<file path="src/include/tv_params.svh">
// Raster geometry, sync bands and active window
// APB address map and memory sizes
`ifndef TV_PARAMS_SVH
`define TV_PARAMS_SVH

// Frame size in pixel clocks
`define TV_NUM_ROWS   9'd262
`define TV_NUM_COLS   9'd260

// Active rectangle
`define TV_FIRST_ROW  9'd24
`define TV_ACT_ROWS   9'd222
`define TV_FIRST_COL  9'd24
`define TV_ACT_COLS   9'd192

// Sync bands wrap through zero
`define TV_HS_FIRST   9'd256
`define TV_HS_LAST    9'd15
`define TV_VS_FIRST   9'd256
`define TV_VS_LAST    9'd2

// Host address map
`define TV_ADDR_W     13
`define TV_CHR_BASE   13'h0000
`define TV_BGM_BASE   13'h1000
`define TV_REG_BASE   13'h1400
`define TV_NUM_REGS   4
`define TV_HOST_AW    10          // Widest memory offset (CHR)

`define TV_CHR_DEPTH  1024
`define TV_BGM_DEPTH  512
`define TV_BLANK_CLR  4'd1        // Black

`endif
</file>
<file path="src/hw/tv_raster.sv">
// Frame row and column counters
// Active, sync and blanking flags decoded from the counters
`timescale 1ns/1ps
`include "tv_params.svh"

module tv_raster (
  input  logic       CLK,
  input  logic       arst_n,
  output logic [8:0] row,
  output logic [8:0] col,
  output logic       in_act,
  output logic       hs_pre,
  output logic       vs_pre,
  output logic       vbl_pre
);

  logic act_row, act_col;

  always_ff @(posedge CLK or negedge arst_n) begin
    if (!arst_n) begin
      row <= '0;
      col <= '0;
    end else if (col == `TV_NUM_COLS - 9'd1) begin
      col <= '0;
      row <= (row == `TV_NUM_ROWS - 9'd1) ? 9'd0 : row + 9'd1;
    end else begin
      col <= col + 9'd1;
    end
  end

  assign act_row = (row >= `TV_FIRST_ROW) && (row < `TV_FIRST_ROW + `TV_ACT_ROWS);
  assign act_col = (col >= `TV_FIRST_COL) && (col < `TV_FIRST_COL + `TV_ACT_COLS);

  assign in_act  = act_row & act_col;
  assign hs_pre  = (col >= `TV_HS_FIRST) || (col <= `TV_HS_LAST);  // Wraps through 0
  assign vs_pre  = (row >= `TV_VS_FIRST) || (row <= `TV_VS_LAST);
  assign vbl_pre = ~act_row;

  a_col_range: assert property (@(posedge CLK) disable iff (!arst_n)
    col < `TV_NUM_COLS);

endmodule

</file>
<file path="config.mk">
export PLATFORM = sky130hd
export DESIGN_NAME = tv_raster
export DESIGN_NICKNAME = d
export VERILOG_FILES = /design/src/hw/tv_raster.sv
export VERILOG_INCLUDE_DIRS = /design/src /design/src/include
export SDC_FILE = /design/constraint.sdc
export NUM_CORES = 1
export LEC_CHECK = 0
export CORE_MARGIN = 2
export CORE_UTILIZATION = 40
export CTS_CLUSTER_DIAMETER = 100
export DETAILED_ROUTE_END_ITERATION = 16
export DONT_BUFFER_PORTS = 1
export SLEW_MARGIN = 20
export SYNTH_ARGS = -nofsm -noshare
export SYNTH_HDL_FRONTEND = slang
export SYNTH_SLANG_ARGS = --single-unit
</file>
<file path="constraint.sdc">
create_clock -name CLK -period 3.7 [get_ports CLK]
set_input_delay 0.185 -clock CLK [delete_from_list [all_inputs] [get_ports CLK]]
set_output_delay 0.185 -clock CLK [all_outputs]
set_load 0.02 [all_outputs]
</file>
==> metrics.txt <==
run status=completed; Slew Limit Fails=0; Root Buffer=clkbuf_4; CP Capture Type=primary output; most frequent cell after synthesis=dfrtp_1; Max-slew headroom=approximately 46%; die footprint=just under 3000 µm²; clk sinks=18; Die Ht=around 54 µm; cell leakage power=around 0.45 nW; RD Place Congestion=0.847; clock skew=0.00562 ns; Worst-Margin Slew=0.806 ns; number of synthesized flops with an enable pin=0; Starting Density=approximately two fifths; input/output buffers=0; reg-to-reg slack, setup=about 1.8 ns; Core ar.=about 2400 µm²; R2R Path End=row[6]; antenna cells=0; # fillers=between 200 and 250; drt drc=0; DR WL/cell=about 15 µm; top cells by area, synth=dfrtp_1 44%, xnor2_1 6.9%, ha_1 6.2%; CP startpoint=row[5]; I/O pin count=24; final net count=110; first-pass GRT wire length=3180 µm; vias in the first global route=about 730; Tmin final=around 2.5 ns; TritonCTS clock tree=yes; Fmax=0.398 GHz; FF-to-FF path depth=4; Setup CP Type=register to primary output; Die X=~54 µm; routed vias/inst=~5.8; DR pass1 iterations=4; maxcap violations=0; TritonCTS buffer count=3; count of different cell masters after synthesis=32; antenna-violating nets left=0; worst reg2reg startpoint=col[5]; unrepaired setup endpoints after global routing=false; site row count=18; synthesized netlist cell count=100; GRT Util Overall=between 15 and 20%; critical path startpoint category=register; final setup violating endpoints=0; synthesized area=1020 µm²; Tcrit/Tclk final=68.0%; area leader, netlist=dfrtp_1; H-tree Lvls=1; GR Overflow Total=0; Seq cells post-synth=18; setup TNS=0 ns; Synth Area per Inst=10.2 µm²; initial DRC count=19; area grow syn2layout=4.80%; Crit path required time=roughly 3.5 ns; share of cells above drive strength 1=between 10% and 20%; worst vdd ir=0.000132 V; Synth top cells by count=18 x dfrtp_1, 11 x nand2_1, 9 x nand3_1, 9 x nor2_1, 8 x xnor2_1; Clock Tree Buf Depth=2; post-synth top area share=44.3%; DRT Wirelength=slightly below 2000 µm; Seq/Total Area, Yosys=between 40 and 50%; asr flop ratio synth=100%; Mapped Nets=107; initial antenna violation count=0; post-cts sizing count=0; total power=roughly 0.33 mW; Primary FF master, synth=dfrtp_1; WP data arrival=2.33 ns; PD cells=roughly 310 nW/µm²; Skew-Pair Late Insertion Delay=a little over 0.3 ns; largest net degree at the start of global routing=19; Critical Path End=in_act; routed via count=~770; critical path fanouts, max=6; Clk pin slew, worst setup/hold paths=between 0.1 and 0.15 ns; worst hold-check path type=primary input to asynchronous set/reset pin; dpl hpwl=between 1000 and 1500 µm; yosys warns=0; final hold violation count=0
## cell type report
class	count	area [µm²]	area share [%]
Clock buffer	4	36.3	3.41
Timing Repair Buffer	1	10.0	0.940
Multi-Input combinational cell	74	512	48.1
Inverter	5	18.8	1.76
Sequential cell	18	450	42.3
Tap cell	30	37.5	3.53
## report_power, final
part | internal (mW) | switching (mW)
clock | 0.0601 | 0.0695
sequential | 0.197 | 0
combinational | 0.000709 | 0.00366
total | 0.257 | 0.0732
## repair_timing
action                                 CTS  global route
buffers inserted                         0             0
endpoints found under the hold margin   18             0
hold buffers                             1             0
## stage by stage
step | setup slack [ns] | area [µm²] | std cells | hold slack (ns) | utilization, %
after floorplan | 1.70 | 1020 | 100 | -0.111 | -
after global placement | 1.58 | 1020 | 127 | -0.110 | 41.9
after detailed placement | 1.50 | 1020 | 127 | -0.110 | 41.9
after CTS | 1.14 | 1060 | 132 | 0.444 | 43.8
after global routing | 0.975 | 1060 | 132 | 0.472 | 43.8
final | 1.18 | 1060 | 132 | 0.396 | 43.8
## layout by cell type, fill, tap and decap left out, types with 2 or more instances in the layout
master,count
nor2_1,9
inv_1,5
ha_1,5
o21ai_0,3
nor3_1,2
nand4_1,3
xnor2_1,8
a31oi_1,3
nand3_1,9
and4_1,2
clkbuf_4,3
dfrtp_1,18
nand2_1,11
xor2_1,3
## cell families after synthesis
| group | Yosys count | share of synthesized area, % |
|---|---|---|
| AND/OR/NAND/NOR | 44 | 24.8 |
| flip-flops | 18 | 44.3 |
| AO/OA/AOI/OAI | 13 | 8.99 |
| XOR/XNOR | 11 | 9.48 |
| buffers and inverters | 8 | 5.30 |
| adder cells (fa/ha/maj) | 5 | 6.16 |
| multiplexers | 1 | 0.985 |
## flip-flops by register name, summed over array words and instances, names as in the netlist
name	count
col	9
row	9
## how the worst min path moves through the flow
stage | slack [ns] | endpoint | start | depth (start not counted)
global placement | -0.11 | col[5] | arst_n | 0
detailed placement | -0.11 | col[5] | arst_n | 0
CTS | 0.44 | col[5] | arst_n | 1
finish | 0.40 | row[6] | arst_n | 1
global route | 0.47 | col[6] | arst_n | 1
floorplan | -0.11 | col[0] | arst_n | 0
## critical path: stages (launching register included)
cell and delay (ns):
dfrtp_1 0.56, nor3_1 0.16, a2111oi_0 0.42, nor2_1 0.23
a2111oi_2 0.66
## layer usage
metal / GRT usage [%] / vias to the layer above / wire (µm)
li1: - / 356 / -
met1: 18.8 / 379 / 891
met2: 24.5 / 25 / 933
met3: 3.83 / 5 / 106
met4: 7.50 / 0 / 36
met5: 0 / - / 0
No activity file was read; power rests on OpenSTA's default activity.
