[src/hw/tv_pkg.sv]
// Control register layouts
// BGM byte union (character code or bitmap data)
// Palette index and RGB entry types
package tv_pkg;

  // Register 0
  typedef struct packed {
    logic       bm_invy;    // Invert ymax test
    logic       bm_invx;    // Invert xmax test
    logic       sp_2clr;    // Sprite bits, no sprite engine here
    logic       sp_ena;
    logic [1:0] rsvd;
    logic       bm_hires;   // 1 = hi-res bitmap
    logic       bm_ena;
  } tv_ctrl_t;

  // Registers 1 and 3
  typedef struct packed {
    logic [3:0] fg;
    logic [3:0] bg;
  } tv_clr_pair_t;

  // Register 2, character window size in tile pairs
  typedef struct packed {
    logic [3:0] ymax;
    logic [3:0] xmax;
  } tv_split_t;

  // One BGM byte, decoded per tile type
  typedef union packed {
    struct packed {
      logic       unused;
      logic [6:0] code;
    } chr;
    struct packed {
      logic [3:0] hi;
      logic [3:0] lo;
    } lores;
    logic [3:0][1:0] hires;   // Pair 3 is the top quarter of the tile
  } tv_bgm_word_u;

  typedef logic [3:0] tv_color_t;

  typedef struct packed {
    logic [7:0] r;
    logic [7:0] g;
    logic [7:0] b;
  } tv_rgb_t;

endpackage

[src/hw/tv_video_out.sv]
// Fixed 16-entry palette and output registers
// Sync flag delay matched to the render pipeline
`timescale 1ns/1ps

module tv_video_out (
  input  logic              CLK,
  input  logic              arst_n,
  input  tv_pkg::tv_color_t pix_clr,
  input  logic              in_act,
  input  logic              hs_pre,
  input  logic              vs_pre,
  input  logic              vbl_pre,
  output tv_pkg::tv_rgb_t   rgb,
  output logic              de,
  output logic              hs,
  output logic              vs,
  output logic              vbl
);

  tv_pkg::tv_rgb_t pal_rgb;
  logic [3:0]      flg_d1, flg_d2;   // {act, hs, vs, vbl}

  always_comb begin
    case (pix_clr)
      4'd0:  pal_rgb = {8'd0,   8'd0,   8'd155};
      4'd1:  pal_rgb = {8'd0,   8'd0,   8'd0};
      4'd2:  pal_rgb = {8'd0,   8'd0,   8'd255};
      4'd3:  pal_rgb = {8'd161, 8'd0,   8'd255};
      4'd4:  pal_rgb = {8'd0,   8'd255, 8'd0};
      4'd5:  pal_rgb = {8'd160, 8'd255, 8'd157};
      4'd6:  pal_rgb = {8'd0,   8'd255, 8'd255};
      4'd7:  pal_rgb = {8'd0,   8'd161, 8'd0};
      4'd8:  pal_rgb = {8'd255, 8'd0,   8'd0};
      4'd9:  pal_rgb = {8'd255, 8'd161, 8'd0};
      4'd10: pal_rgb = {8'd255, 8'd0,   8'd255};
      4'd11: pal_rgb = {8'd255, 8'd160, 8'd159};
      4'd12: pal_rgb = {8'd255, 8'd255, 8'd0};
      4'd13: pal_rgb = {8'd163, 8'd160, 8'd0};
      4'd14: pal_rgb = {8'd161, 8'd160, 8'd157};
      4'd15: pal_rgb = {8'd255, 8'd255, 8'd255};
    endcase
  end

  always_ff @(posedge CLK) begin
    rgb <= pal_rgb;
  end

  always_ff @(posedge CLK or negedge arst_n) begin
    if (!arst_n) begin
      flg_d1 <= '0;
      flg_d2 <= '0;
      {de, hs, vs, vbl} <= '0;
    end else begin
      flg_d1 <= {in_act, hs_pre, vs_pre, vbl_pre};
      flg_d2 <= flg_d1;
      {de, hs, vs, vbl} <= flg_d2;   // Lines up with rgb
    end
  end

endmodule

[config.mk]
export PLATFORM = sky130hd
export DESIGN_NAME = tv_video_out
export DESIGN_NICKNAME = d
export VERILOG_FILES = /design/src/hw/tv_pkg.sv /design/src/hw/tv_video_out.sv
export SDC_FILE = /design/constraint.sdc
export NUM_CORES = 1
export LEC_CHECK = 0
export BUFFER_PORTS_ARGS = -buffer_cell sky130_fd_sc_hd__buf_2
export CAP_MARGIN = 20
export CORE_AREA = 4 4 52 54
export CTS_CLUSTER_DIAMETER = 120
export CTS_CLUSTER_SIZE = 25
export DETAILED_ROUTE_END_ITERATION = 16
export DIE_AREA = 0 0 56 58
export GPL_ROUTABILITY_DRIVEN = 0
export PLACE_DENSITY = 0.74
export REMOVE_ABC_BUFFERS = 1
export SETUP_SLACK_MARGIN = 0.1
export SLEW_MARGIN = 25
export SYNTH_ARGS = -nofsm -noshare
export SYNTH_HDL_FRONTEND = slang
export SYNTH_SLANG_ARGS = --single-unit
[constraint.sdc]
create_clock -name CLK -period 0.8 [get_ports CLK]
set_clock_uncertainty 0.1 [all_clocks]
set_input_delay 0.08 -clock CLK [delete_from_list [all_inputs] [get_ports CLK]]
set_output_delay 0.08 -clock CLK [all_outputs]
set_load 0.02 [all_outputs]
==> results of run 1 <==
==> metrics by stage <==
| step | utilization [%] | TNS (ns) | hold slack, ns |
|---|---|---|---|
| finish | 64.93 | -5.032 | 0.006948 |
| global route | 64.93 | -6.397 | -0.01937 |
| CTS | 62.39 | -5.491 | -0.002184 |
| detailed placement | 47.85 | -2.627 | -0.1375 |
| global placement | 47.85 | -2.381 | -0.1469 |
| floorplan | - | -3.264 | -0.3156 |
==> what timing repair did <==
action,in CTS,in global routing
pin swaps,2,2
setup endpoints to repair,36,34
setup buffers,0,0
resized for setup,82,15
endpoints found under the hold margin,17,1
==> kinds of logic after synthesis <==
logic type	Yosys count	share of synthesized area (%)
DFF	23	58.10
buffers and inverters	20	15.64
AOI/OAI and AO/OA	8	6.565
muxes	6	9.078
and+or+nand+nor	6	3.632
adders and majority gates	5	6.983
==> cell usage after synthesis <==
library cell,n
a211o_1,1
a21boi_0,3
a21o_1,1
a21oi_1,1
a31oi_1,1
buf_2,1
buf_4,13
buf_6,2
dfrtp_1,12
dfxtp_1,11
ha_1,5
inv_1,4
mux2_4,1
mux2i_1,4
mux4_1,1
nand2_1,2
nor2b_1,2
o21ai_2,1
or2_0,1
or2_2,1
==> registers in the layout, indices dropped and copies added (netlist names) <==
signal and count:
hs 1, vbl 1, rgb 11, flg_d2 4
flg_d1 4, de 1, vs 1
==> power groups by stage <==
| stage | combinational, uW | clock, uW | sequential, uW |
|---|---|---|---|
| finish | 642 | 507 | 1290 |
| global route | 682 | 598 | 1300 |
| CTS | 615 | 534 | 1290 |
| detailed placement | 445 | 0 | 1280 |
| global placement | 442 | 0 | 1280 |
| floorplan | 82.1 | 0 | 1430 |
==> per-layer routing <==
metal	vias up	global-route usage, %	part of all wire, %
met3	2	3.341	7.1
met4	0	6.102	0.88
met2	27	20.53	57
met5	-	0	0
met1	283	11.31	35
li1	284	-	-
==> area by class of cell <==
cell class | instances | area (um2)
clock buffers | 3 | 22.52
clock inverters | 1 | 5.005
fillers | 167 | 775.7
inverters | 4 | 30.03
multi-input cells | 25 | 294.0
flip-flops and latches | 23 | 541.8
well taps | 28 | 35.03
repair buffers | 51 | 508.0
==> worst paths after layout <==
check                                start        end  slack (ns)  cells past startpoint
worst max-delay path               rgb[14]    rgb[11]       -0.22                      1
worst min-delay path            pix_clr[1]    rgb[17]       0.007                      3
worst max register to register   flg_d1[3]  flg_d2[3]        0.22                      0
worst min register to register   flg_d1[2]  flg_d2[2]        0.26                      0
max in group asynchronous           arst_n  flg_d2[1]        0.33                      2
min in group asynchronous           arst_n  flg_d1[3]        0.07                      2
==> results.txt, run 1 <==
Distinct cells, synth: 20
Routed WL per cell: 12.61 um
Total Wirelength: 1702 um
Top delay family on crit path: flip-flops
Place WS: -0.4291 ns
slowest CP cell: dfxtp_4
area share of the largest cell type after synthesis: 33.52%
commonest non-fill, non-tap cells in the layout: 28 x buf_6, 12 x dfrtp_1, 9 x buf_4
Worst Hold Class: in -> reg
Gate Count Post-Synth: 68
largest net degree at the start of global routing: 14
Total Routing Usage GR: 11.17%
syn_area_per_cell: 13.17 um2
initial antenna violation count: 0
clk root buf: clkbuf_4
fin area: 1436 um2
post-DP HPWL: 1148 um
post-synthesis instance area: 895.9 um2
Max Slew Vio Count: 0
number of global-route vias before repair: 625
leakage: 0.0006646 uW
dpl cell area: 1059 um2
failing checks: setup timing
CP bufs+invs: 1
post-layout net count: 123
# diodes: 0
Die Area: 3248 um2
Worst-Skew Late Latency: 0.30 ns
crit-path max cell delay: 0.41 ns
YS warnings: 0
Die Y: 58 um
CP endpoint kind: output port
# port buffers: 37
Peak VDD IR: 1.034 mV
Setup WS post-layout: -0.2152 ns
drt first pass iters: 4
IO Pins: 38
Hold Buf Count CTS: 5
CTS clk-pin slew, worst paths: 0.12 ns
Starting DRT DRC Count: 3
switching share of power: 27.40%
Worst setup SP type: flop
CORE AREA: 2212 um2
worst path required time: 0.62 ns
CP Class: reg -> out
Combinational Power Share: 26.3%
outcome: finished, violations left
H-tree depth: 1
num rows: 17
drt via density: 4.415
first-pass GRT wire length: 2822 um
max cap viols: 0
P per Cell Area: 1700 nW/um2
layout cells sized above 1: 68.22%
total power: 2442 uW
gr ovfl total: 0
commonest non-fill, non-tap cell in the layout: buf_6
min Tclk post-route: 1.015 ns
net switching power: 669.1 uW
via count: 596
WP data arrival: 0.84 ns
Hold Fails Final Rpt: 0
clock tree buffer depth: 2
sequential share of the synthesized area: 58.10%
Cell Chain, Critical Path: buf_6
chip width: 56 um
RSZ-0062 raised after global routing: yes
DRC Markers: 0
Worst-Margin Slew: 0.2477 ns
CP Max Fanout: 5
CTS Buf Count: 3
placed insts: 126
top cells by area, synth: dfrtp_1 34%, dfxtp_1 25%, buf_4 11%
CTS tree: done
Final setup viols: 28
Clk pwr share: 20.8%
Slew headroom: 83.49%
Antenna Nets Post-Route: 0
Final period util: 126.9%
FF+latch count, synth: 23
Clock Sink Count: 23
f_max: 985.0 MHz
Synth area leader: dfrtp_1
Cell Count, Final, Fillers Out: 135
Starting Density: 40.50%
Cell Int Power: 1772 uW
area grow syn2layout: 60.34%
sequential share of power: 52.9%
(Power assumes the default switching activity.)
==> inputs of run 2 (changes only) <==
- CORE_AREA: 4 4 52 54 -> 2 2 50 52
- DIE_AREA: 0 0 56 58 -> 0 0 52 54
==> run 2 against run 1 <==
  * The run still ends with setup timing left
  * Power fell by 1.6%
  * Register-to-register slack barely moved
  * Combinational power fell by 3.3%
  * Sequential share of layout area rose by 1.2 points
  * Sequential cell count did not move
  * Clock power fell by 2%
  * Die area fell by 14%
  * Routed wire length fell by 9.0%
  * Maximum frequency rose by 1.3%
  * Critical endpoint is now rgb[14]
==> results.txt, run 2 (same netlist as run 1, synthesis figures left out) <==
outcome: finished, violations left (unchanged)
failing checks: setup timing (unchanged)
CTS tree: done (unchanged)
RR Startpoint: flg_d1[2] (was flg_d1[3])
Levels on crit path: 1 (unchanged)
Reg2Reg Depth: 0 (unchanged)
leakage: 0.0006534 uW (was 0.0006646 uW)
commonest non-fill, non-tap cells in the layout: 20 x buf_6, 17 x buf_4, 12 x dfrtp_1 (was 28 x buf_6, 12 x dfrtp_1, 9 x buf_4)
Total Wirelength: 1549 um (was 1702 um)
initial antenna violation count: 0 (unchanged)
Clock Sink Count: 23 (unchanged)
Die Y: 54 um (was 58 um)
DRC Markers: 0 (unchanged)
Worst-Skew Late Latency: 0.29 ns (was 0.30 ns)
Hold Buf Count CTS: 5 (unchanged)
placed insts: 127 (was 126)
# diodes: 0 (unchanged)
post-layout net count: 123 (unchanged)
CORE AREA: 2320 um2 (was 2212 um2)
# port buffers: 37 (unchanged)
CP Max Fanout: 5 (unchanged)
Top Registers: rgb (11), flg_d1 (4), flg_d2 (4) (unchanged)
Setup WS post-layout: -0.2024 ns (was -0.2152 ns)
clk root buf: clkbuf_4 (unchanged)
hold path cells: 3 (unchanged)
layout cells sized above 1: 68.22% (unchanged)
Combinational Power Share: 25.9% (was 26.3%)
worst hold slack: 0.008538 ns (was 0.006948 ns)
drt first pass iters: 2 (was 4)
commonest non-fill, non-tap cell in the layout: buf_6 (unchanged)
worst path required time: 0.62 ns (about the same)
H-tree depth: 1 (unchanged)
Max Slew Vio Count: 0 (unchanged)
clock tree buffer depth: 2 (unchanged)
Clk pwr share: 20.8% (about the same)
Top delay family on crit path: flip-flops (unchanged)
area grow syn2layout: 55.59% (was 60.34%)
number of global-route vias before repair: 544 (was 625)
WP data arrival: 0.82 ns (was 0.84 ns)
CTS clk-pin slew, worst paths: 0.12 ns (about the same)
CP Class: reg -> out (unchanged)
Starting Density: 38.62% (was 40.50%)
drt via density: 4.255 (was 4.415)
Hold Fails Final Rpt: 0 (unchanged)
max cap viols: 0 (unchanged)
num rows: 18 (was 17)
Final setup viols: 28 (unchanged)
via count: 583 (was 596)
Cell Chain, Critical Path: buf_4 (was buf_6)
crit-path max cell delay: 0.37 ns (was 0.41 ns)
first-pass GRT wire length: 2477 um (was 2822 um)
Peak VDD IR: 1.085 mV (was 1.034 mV)
net switching power: 651.8 uW (was 669.1 uW)
largest net degree at the start of global routing: 15 (was 14)
Cell Count, Final, Fillers Out: 137 (was 135)
Cell Int Power: 1750 uW (was 1772 uW)
RSZ-0062 raised after global routing: yes (unchanged)
CP bufs+invs: 1 (unchanged)
CTS Buf Count: 3 (unchanged)
Worst Hold Class: in -> reg (unchanged)
Hold Path Origin: pix_clr[1] (unchanged)
Total Routing Usage GR: 12.51% (was 11.17%)
chip width: 52 um (was 56 um)
total power: 2401 uW (was 2442 uW)
min Tclk post-route: 1.002 ns (was 1.015 ns)
CP endpoint kind: output port (unchanged)
Antenna Nets Post-Route: 0 (unchanged)
Layout Utilization: 60.09% (was 64.93%)
Slew headroom: 82.58% (was 83.49%)
max reg flops: 11 (unchanged)
Starting DRT DRC Count: 3 (unchanged)
Most flops, register: rgb (unchanged)
f_max: 997.6 MHz (was 985.0 MHz)
Routed WL per cell: 11.31 um (was 12.61 um)
IO Pins: 38 (unchanged)
gr ovfl total: 0 (unchanged)
sequential share of power: 53.4% (was 52.9%)
Die Area: 2808 um2 (was 3248 um2)
Worst setup SP type: flop (unchanged)
slowest CP cell: dfxtp_4 (unchanged)
Setup crit start: rgb[14] (unchanged)
P per Cell Area: 1723 nW/um2 (was 1700 nW/um2)
Final period util: 125.3% (was 126.9%)
Worst-Margin Slew: 0.2613 ns (was 0.2477 ns)
switching share of power: 27.14% (was 27.40%)
post-DP HPWL: 1049 um (was 1148 um)
==> run 2: per-layer routing <==
metal	wire length [um]	global-route usage (%)	part of all wire, %
met1	602	14.24	39
met2	809	22.36	52
met3	91	2.222	5.9
met4	45	6.579	2.9
met5	0	0	0
==> run 2: metrics by stage <==
step	TNS [ns]	setup WS [ns]	cell area (um2)
2_1_floorplan	-3.264	-0.2890	770.7
3_3_place_gp	-2.375	-0.3567	1054
3_5_place_dp	-2.836	-0.4654	1054
4_1_cts	-5.014	-0.2103	1371
5_1_grt	-5.932	-0.2420	1394
6_report	-4.821	-0.2024	1394
==> run 2: final cells by class <==
class	count	area [um2]
multi-input cells	25	284.0
well taps	30	37.54
inverters	4	30.03
flip-flops and latches	23	541.8
clock buffers	3	22.52
repair buffers	51	473.0
fillers	182	925.9
clock inverters	1	5.005
==> run 2: what timing repair did <==
action | 4_1_cts | 5_1_grt
gates resized for setup | 79 | 9
buffers inserted | 1 | 0
endpoints found under the hold margin | 17 | 1
pin swaps | 1 | 3
endpoints found under the setup margin | 37 | 32
==> run 2: power by group through the flow <==
| stage | logic [uW] | registers (uW) | clock network [uW] |
|---|---|---|---|
| floorplan | 82.1 | 1430 | 0 |
| global placement | 433 | 1280 | 0 |
| detailed placement | 442 | 1280 | 0 |
| CTS | 608 | 1280 | 521 |
| global route | 663 | 1290 | 574 |
| finish | 621 | 1280 | 498 |
==> run 2: final timing paths <==
kind,endpoint,slack (ns)
max,rgb[14],-0.20
min,rgb[17],0.009
max reg2reg,flg_d2[2],0.21
min reg2reg,flg_d2[1],0.26
max in group asynchronous,hs,0.34
min in group asynchronous,flg_d2[1],0.07
