===== config.mk =====
export PLATFORM = sky130hd
export DESIGN_NAME = tv_bus_decode_flat
export DESIGN_NICKNAME = d
export VERILOG_FILES = /design/src/hw/tv_pkg.sv /design/src/hw/tv_ifs.sv /design/src/hw/tv_bus_decode.sv /design/src/flat_wrapper.sv
export VERILOG_INCLUDE_DIRS = /design/src /design/src/include
export SDC_FILE = /design/constraint.sdc
export NUM_CORES = 1
export LEC_CHECK = 0
export BUFFER_PORTS_ARGS = -buffer_cell sky130_fd_sc_hd__buf_2
export CAP_MARGIN = 20
export CELL_PAD_IN_SITES_DETAIL_PLACEMENT = 1
export CELL_PAD_IN_SITES_GLOBAL_PLACEMENT = 1
export CORE_MARGIN = 10
export CORE_UTILIZATION = 36
export DETAILED_ROUTE_END_ITERATION = 10
export GPL_ROUTABILITY_DRIVEN = 0
export GPL_TIMING_DRIVEN = 0
export HOLD_SLACK_MARGIN = 0.03
export PLACE_DENSITY = 0.85
export SLEW_MARGIN = 20
export SYNTH_ARGS = -nofsm -noshare
export SYNTH_HDL_FRONTEND = slang
export SYNTH_SLANG_ARGS = --single-unit

===== constraint.sdc =====
create_clock -name CLK -period 2.2 [get_ports CLK]
set_input_delay 0.11 -clock CLK [delete_from_list [all_inputs] [get_ports CLK]]
set_output_delay 0.11 -clock CLK [all_outputs]
set_load 0.02 [all_outputs]

===== src/include/tv_params.svh =====
// Raster geometry, sync bands and active window
// APB address map and memory sizes
`ifndef TV_PARAMS_SVH
`define TV_PARAMS_SVH

// Frame size in pixel clocks
`define TV_NUM_ROWS   9'd262
`define TV_NUM_COLS   9'd260

// Active rectangle
`define TV_FIRST_ROW  9'd24
`define TV_ACT_ROWS   9'd222
`define TV_FIRST_COL  9'd24
`define TV_ACT_COLS   9'd192

// Sync bands wrap through zero
`define TV_HS_FIRST   9'd256
`define TV_HS_LAST    9'd15
`define TV_VS_FIRST   9'd256
`define TV_VS_LAST    9'd2

// Host address map
`define TV_ADDR_W     13
`define TV_CHR_BASE   13'h0000
`define TV_BGM_BASE   13'h1000
`define TV_REG_BASE   13'h1400
`define TV_NUM_REGS   4
`define TV_HOST_AW    10          // Widest memory offset (CHR)

`define TV_CHR_DEPTH  1024
`define TV_BGM_DEPTH  512
`define TV_BLANK_CLR  4'd1        // Black

`endif

===== src/hw/tv_pkg.sv =====
// Control register layouts
// BGM byte union (character code or bitmap data)
// Palette index and RGB entry types
package tv_pkg;

  // Register 0
  typedef struct packed {
    logic       bm_invy;    // Invert ymax test
    logic       bm_invx;    // Invert xmax test
    logic       sp_2clr;    // Sprite bits, no sprite engine here
    logic       sp_ena;
    logic [1:0] rsvd;
    logic       bm_hires;   // 1 = hi-res bitmap
    logic       bm_ena;
  } tv_ctrl_t;

  // Registers 1 and 3
  typedef struct packed {
    logic [3:0] fg;
    logic [3:0] bg;
  } tv_clr_pair_t;

  // Register 2, character window size in tile pairs
  typedef struct packed {
    logic [3:0] ymax;
    logic [3:0] xmax;
  } tv_split_t;

  // One BGM byte, decoded per tile type
  typedef union packed {
    struct packed {
      logic       unused;
      logic [6:0] code;
    } chr;
    struct packed {
      logic [3:0] hi;
      logic [3:0] lo;
    } lores;
    logic [3:0][1:0] hires;   // Pair 3 is the top quarter of the tile
  } tv_bgm_word_u;

  typedef logic [3:0] tv_color_t;

  typedef struct packed {
    logic [7:0] r;
    logic [7:0] g;
    logic [7:0] b;
  } tv_rgb_t;

endpackage


===== src/hw/tv_ifs.sv =====
// tv_cfg_if: control register state from decoder to renderer
// tv_host_mem_if: host access port of the BGM and CHR
`timescale 1ns/1ps
`include "tv_params.svh"

interface tv_cfg_if;
  tv_pkg::tv_ctrl_t     ctrl;
  tv_pkg::tv_clr_pair_t bm_clr;
  tv_pkg::tv_split_t    split;
  tv_pkg::tv_clr_pair_t ch_clr;

  // Static settings, no handshake
  modport reg_src (output ctrl, bm_clr, split, ch_clr);
  modport reg_dst (input ctrl, bm_clr, split, ch_clr);
endinterface

interface tv_host_mem_if;
  logic                   wr_en;
  logic                   rd_en;
  logic                   sel_chr;   // 0 = BGM
  logic [`TV_HOST_AW-1:0] addr;
  logic [7:0]             wdata;
  logic [7:0]             rdata;     // Valid one cycle after rd_en

  modport host (
    output wr_en, rd_en, sel_chr, addr, wdata,
    input  rdata
  );
  modport mem (
    input  wr_en, rd_en, sel_chr, addr, wdata,
    output rdata
  );
endinterface


===== src/hw/tv_bus_decode.sv =====
// APB slave with region decode
// Control register file and read-back mux
`timescale 1ns/1ps
`include "tv_params.svh"

module tv_bus_decode (
  input  logic                  CLK,
  input  logic                  arst_n,
  input  logic                  psel,
  input  logic                  penable,
  input  logic                  pwrite,
  input  logic [`TV_ADDR_W-1:0] paddr,
  input  logic [7:0]            pwdata,
  output logic [7:0]            prdata,
  output logic                  pready,
  output logic                  pslverr,
  tv_cfg_if.reg_src             cfg,
  tv_host_mem_if.host           mem
);

  tv_pkg::tv_ctrl_t     ctrl_q;
  tv_pkg::tv_clr_pair_t bm_clr_q;
  tv_pkg::tv_split_t    split_q;
  tv_pkg::tv_clr_pair_t ch_clr_q;

  logic       hit_chr, hit_bgm, hit_reg, hit_mem, hit_none;
  logic       access;
  logic       rd_wait;    // Second access cycle of a read
  logic [7:0] reg_rdata;

  function automatic logic in_rgn(input logic [`TV_ADDR_W-1:0] a,
                                  input logic [`TV_ADDR_W-1:0] base,
                                  input int size);
    logic [`TV_ADDR_W-1:0] off;
    off = a - base;
    return int'(off) < size;
  endfunction

  ////////////////////////////////
  // Address decode

  assign hit_chr  = in_rgn(paddr, `TV_CHR_BASE, `TV_CHR_DEPTH);
  assign hit_bgm  = in_rgn(paddr, `TV_BGM_BASE, `TV_BGM_DEPTH);
  assign hit_reg  = in_rgn(paddr, `TV_REG_BASE, `TV_NUM_REGS);
  assign hit_mem  = hit_chr | hit_bgm;
  assign hit_none = ~(hit_mem | hit_reg);

  ////////////////////////////////
  // Handshake, writes take no wait state

  assign access = psel & penable;

  always_ff @(posedge CLK or negedge arst_n) begin
    if (!arst_n) begin
      rd_wait <= 1'b0;
    end else begin
      rd_wait <= access & ~pwrite & ~rd_wait;
    end
  end

  assign pready  = access & (pwrite | rd_wait);
  assign pslverr = pready & hit_none;

  // Memory request goes out in the first read cycle
  assign mem.wr_en   = access & pwrite & hit_mem;
  assign mem.rd_en   = access & ~pwrite & ~rd_wait & hit_mem;
  assign mem.sel_chr = hit_chr;
  assign mem.addr    = paddr[`TV_HOST_AW-1:0];
  assign mem.wdata   = pwdata;

  ////////////////////////////////
  // Register file

  always_ff @(posedge CLK or negedge arst_n) begin
    if (!arst_n) begin
      ctrl_q   <= '0;
      bm_clr_q <= '0;
      split_q  <= '0;
      ch_clr_q <= '0;
    end else if (access && pwrite && hit_reg) begin
      case (paddr[1:0])
        2'd0: ctrl_q   <= pwdata;
        2'd1: bm_clr_q <= pwdata;
        2'd2: split_q  <= pwdata;
        2'd3: ch_clr_q <= pwdata;
      endcase
    end
  end

  always_comb begin
    case (paddr[1:0])
      2'd0: reg_rdata = ctrl_q;
      2'd1: reg_rdata = bm_clr_q;
      2'd2: reg_rdata = split_q;
      2'd3: reg_rdata = ch_clr_q;
    endcase
  end

  always_comb begin
    prdata = 8'h00;         // Also for unmapped reads
    if (pready && !pwrite) begin
      if (hit_reg)
        prdata = reg_rdata;
      else if (hit_mem)
        prdata = mem.rdata;
    end
  end

  assign cfg.ctrl   = ctrl_q;
  assign cfg.bm_clr = bm_clr_q;
  assign cfg.split  = split_q;
  assign cfg.ch_clr = ch_clr_q;

  // APB protocol checks on the host side
  a_penable_psel: assert property (@(posedge CLK) disable iff (!arst_n)
    penable |-> psel);
  a_paddr_stable: assert property (@(posedge CLK) disable iff (!arst_n)
    (psel && !(penable && pready)) |=> $stable(paddr));

endmodule


===== src/flat_wrapper.sv =====
// flat-port wrapper written by rule: the top's interface ports become plain ports
module tv_bus_decode_flat 
  (CLK, arst_n, psel, penable, pwrite, paddr, pwdata, prdata, pready, pslverr, cfg_ctrl, cfg_bm_clr, cfg_split, cfg_ch_clr, mem_wr_en, mem_rd_en, mem_sel_chr, mem_addr, mem_wdata, mem_rdata);
  tv_cfg_if cfg_i ();
  tv_host_mem_if mem_i ();
  input  logic CLK;
  input  logic arst_n;
  input  logic psel;
  input  logic penable;
  input  logic pwrite;
  input  logic [`TV_ADDR_W-1:0] paddr;
  input  logic [7:0] pwdata;
  output logic [7:0] prdata;
  output logic pready;
  output logic pslverr;
  output wire logic [$bits(cfg_i.ctrl)-1:0] cfg_ctrl;
  output wire logic [$bits(cfg_i.bm_clr)-1:0] cfg_bm_clr;
  output wire logic [$bits(cfg_i.split)-1:0] cfg_split;
  output wire logic [$bits(cfg_i.ch_clr)-1:0] cfg_ch_clr;
  output wire logic [$bits(mem_i.wr_en)-1:0] mem_wr_en;
  output wire logic [$bits(mem_i.rd_en)-1:0] mem_rd_en;
  output wire logic [$bits(mem_i.sel_chr)-1:0] mem_sel_chr;
  output wire logic [$bits(mem_i.addr)-1:0] mem_addr;
  output wire logic [$bits(mem_i.wdata)-1:0] mem_wdata;
  input wire logic [$bits(mem_i.rdata)-1:0] mem_rdata;
  assign cfg_ctrl = cfg_i.ctrl;
  assign cfg_bm_clr = cfg_i.bm_clr;
  assign cfg_split = cfg_i.split;
  assign cfg_ch_clr = cfg_i.ch_clr;
  assign mem_wr_en = mem_i.wr_en;
  assign mem_rd_en = mem_i.rd_en;
  assign mem_sel_chr = mem_i.sel_chr;
  assign mem_addr = mem_i.addr;
  assign mem_wdata = mem_i.wdata;
  assign mem_i.rdata = mem_rdata;
  tv_bus_decode u_core (.CLK(CLK), .arst_n(arst_n), .psel(psel), .penable(penable), .pwrite(pwrite), .paddr(paddr), .pwdata(pwdata), .prdata(prdata), .pready(pready), .pslverr(pslverr), .cfg(cfg_i), .mem(mem_i));
endmodule

==> summary by stage <==
Layout
From synthesis to final layout, the design area changed by 36.09%. The fraction of layout instances using a drive strength above 1 is 0.6816. The number of diodes added for antenna fixing is 0. After the last flow step, the layout net total stands at between 200 and 300. The area taken by flip-flops and latches is between 800 and 900 µm².

The leading cell type in the layout, fill and taps excluded is sky130_fd_sc_hd__buf_2. The library cells used most frequently in the layout, excluding fill and tap cells, are sky130_fd_sc_hd__buf_2, sky130_fd_sc_hd__dfrtp_1, sky130_fd_sc_hd__mux2_2, sky130_fd_sc_hd__buf_4, sky130_fd_sc_hd__nor2_1. Summing all multi-input logic gate instances after layout gives 809.5 µm².

At the end of the flow the core is filled with cells to 0.5122. The layout has 566 filler cells.

Synth
The post-synthesis instance area is 1813 µm². The synthesized netlist contains 21 unique library cells. The share of synthesized area in the top cell type comes to 0.4555.

The mean cell area of the mapped netlist is about 13 µm². The number of synthesized register bits is 33. The largest total area in the synthesized netlist belongs to sky130_fd_sc_hd__dfrtp_1.

For this run, the number of Yosys warnings is 0. The portion of the post-synthesis area used by sequential elements is 0.4555. Yosys attributes the largest share of cell area to sky130_fd_sc_hd__dfrtp_1, sky130_fd_sc_hd__mux2_2, sky130_fd_sc_hd__mux4_2. The post-synthesis net count is roughly 180. The cell count after synthesis came out at 140.

Pwr
In this run the power spent charging and discharging nets is 0.3162 mW. The share of total power dissipated in combinational logic is 0.141. The share of total power dissipated in sequential elements is 0.498. For this design the ratio of total power to cell area is about 500 nW/µm². The leakage power total is around 1.4 nW. The internal power is slightly above 0.9 mW.

The part of the total power dissipated in the clock network is 0.361. Of the total power, the share spent switching nets is 0.2588. The maximum vdd ir drop is 0.0003130 V.

Critical path
Data on the critical path is required at its endpoint by approximately 2.4 ns. The largest individual stage delay along the critical path comes from the cell sky130_fd_sc_hd__nor4b_4. The delay of the slowest critical-path stage is 0.60 ns.

STA classifies the critical path endpoint as a flop. STA classifies the critical path startpoint as a primary input. The biggest fanout along the worst timing path is 8.

The signal on the critical path passes through buf_2, inv_1, ha_1, nor4b_2, and4_1, nor4b_4, mux2_2. The arrival time reported for the critical path endpoint is 2.03 ns. The critical path is of the in -> reg type.

Placement
Summed over all nets, the half-perimeter wirelength after detailed placement is about 4700 µm. The count of buffers added on input and output ports is 96.

Floorplanning
The die extent in y is a little over 90 µm. The number of top-level design ports is between 90 and 100. The x dimension of the die is 90.97 µm. The die covers just over 8000 µm².

The floorplan step defined a core boundary enclosing around 4800 µm². For this configuration, the core starts out at a cell density of 0.3764. In this run the core area contains 25 standard-cell rows.

Clocking
The H-tree was split into 2 levels. The tree built by TritonCTS fans out to 33 sinks. The number of gates resized after CTS was 0.

The post-cts hold buffer count is 1. Counting the buffers created by CTS gives 5. TritonCTS built the clock tree. The clock tree buffer depth is 2.

The clock slew at the register clock pins of the worst setup and hold paths is approximately 0.07 ns. The worst-skew pair later-pin latency is approximately 0.28 ns. In this run the clock root is driven by a sky130_fd_sc_hd__clkbuf_8. The number of setup buffers added after CTS is 0.

STA
For this run, the top clock speed supported by timing is about 530 MHz. Between clock sinks in the finished design, the worst skew comes to 0 ns. Of the available clock period, the critical path in the final layout requires 0.8503. The final worst hold slack is slightly below 0.05 ns. Setup violations remaining at the end of the flow were counted as 0. The smallest clock period supported by the final layout is computed as ~1.9 ns.

In this run the tightest slew margin relative to its limit is 0.4996. The slew at the pin closest to its max-slew limit is 0.7506 ns. The hold violation total from the final report is 0. The summed negative setup slack over all endpoints is 0 ns. The max-slew violation count came to 0.

Setup repair after global routing left no endpoint under its margin.

GRT
Across every metal layer, demand over resource in global routing totals 0.1458. The number of antenna violations at the first check in global routing is 1. The number of global-route vias before repair is about 1,700.

The largest net degree at the start of global routing is 34. The global route total overflow is 0. The first global-routing pass estimated 9632 µm of wire.

Route
After the first detailed-routing iteration, the DRC count stood at 36. The first detailed-routing pass took 3 iterations. The final route contains between 1,500 and 2,000 vias.

The detailed-route wire length per cell is roughly 19 µm. After detailed routing, the number of remaining DRC violations is 0. In this run the remaining antenna-violating nets after routing total 0.

Wires add up to 6070 µm. The per-cell via count in the routed design is just under 5.

Job
The count of maximum capacitance violations is 0.

Outcome
The flow ran to the end, and the final reports show no timing, DRC or antenna violations.

Worst hold path
The type of the tightest min-delay check is in -> reg.
## power groups by stage
stage	Sequential, mW	Combinational [mW]	Clock (mW)
6_report	0.609	0.172	0.441
5_1_grt	0.608	0.189	0.488
4_1_cts	0.608	0.176	0.456
3_5_place_dp	0.620	0.174	0
3_3_place_gp	0.620	0.169	0
2_1_floorplan	0.621	0.0855	0
## layer usage
layer  part of all wire  up-vias  global-route usage
li1                   -      699                   -
met1               0.41      769              0.1608
met2               0.47       77              0.2387
met3               0.12        4             0.08148
met4             0.0035        2             0.03655
met5             0.0018        -                   0
## synth_stat cells, drive strengths merged
master  instances
xor2            1
and2            2
nor4            1
nor2           13
dfrtp          33
clkbuf          2
inv             4
and4            3
nand3           2
nor4b           3
ha              1
a22oi           8
mux2           32
mux4            8
a211oi          1
nand2           2
nor3            2
buf            22
## worst paths after layout
check | from | endpoint | slack [ns] | cells after the start
worst max register to register | u_core.cfg.split[4] | u_core.cfg.split[4] | 1.41 | 1
max in group asynchronous | arst_n | u_core.cfg.ctrl[6] | 1.29 | 2
worst min register to register | u_core.rd_wait | u_core.rd_wait | 0.51 | 1
worst min-delay path | pwrite | u_core.rd_wait | 0.05 | 2
min in group asynchronous | arst_n | u_core.cfg.ch_clr[0] | 0.43 | 2
worst max-delay path | paddr[10] | u_core.cfg.split[6] | 0.33 | 7
## area by class of cell
| cell class | count | area share |
|---|---|---|
| timing repair buffer | 97 | 0.1988 |
| tap | 67 | 0.03398 |
| buffer | 24 | 0.06592 |
| multi-input combinational | 79 | 0.3281 |
| inverter | 4 | 0.006085 |
| sequential | 33 | 0.3347 |
| clock buffer | 8 | 0.03245 |
## critical path, delay by kind of cell
kind          cells  cell delay (ns)
simple gates      3             1.05
mux               1             0.41
buf+inv           2             0.17
fa+ha+maj         1             0.28
## per-stage QoR
step	cell area [µm²]	cells	setup WS (ns)	power, mW
finish	2467	312	0.3293	1.222
global route	2467	312	0.2095	1.285
CTS	2467	312	0.3029	1.241
detailed placement	2377	303	0.01330	0.7943
global placement	2377	303	0.05934	0.7891
floorplan	1813	140	0.4864	0.7061
## registers in the layout (all words and copies together), names as in the netlist
name and cells:
u_core.cfg.bm_clr 8, u_core.cfg.ch_clr 8, u_core.cfg.ctrl 8, u_core.cfg.split 8
u_core.rd_wait 1
## logic make-up (layout without fill, tap and decap cells)
family / count (synthesis) / after routing / synth area share
fa+ha+maj: 1 / 1 / 0.006900
buf+inv: 28 / 133 / 0.09800
xor+xnor: 1 / 1 / 0.004832
simple gates: 28 / 28 / 0.09938
mux: 40 / 40 / 0.2981
flops: 33 / 33 / 0.4555
compound gates: 9 / 9 / 0.03727
Note: power is estimated with default switching activity, not from simulation.
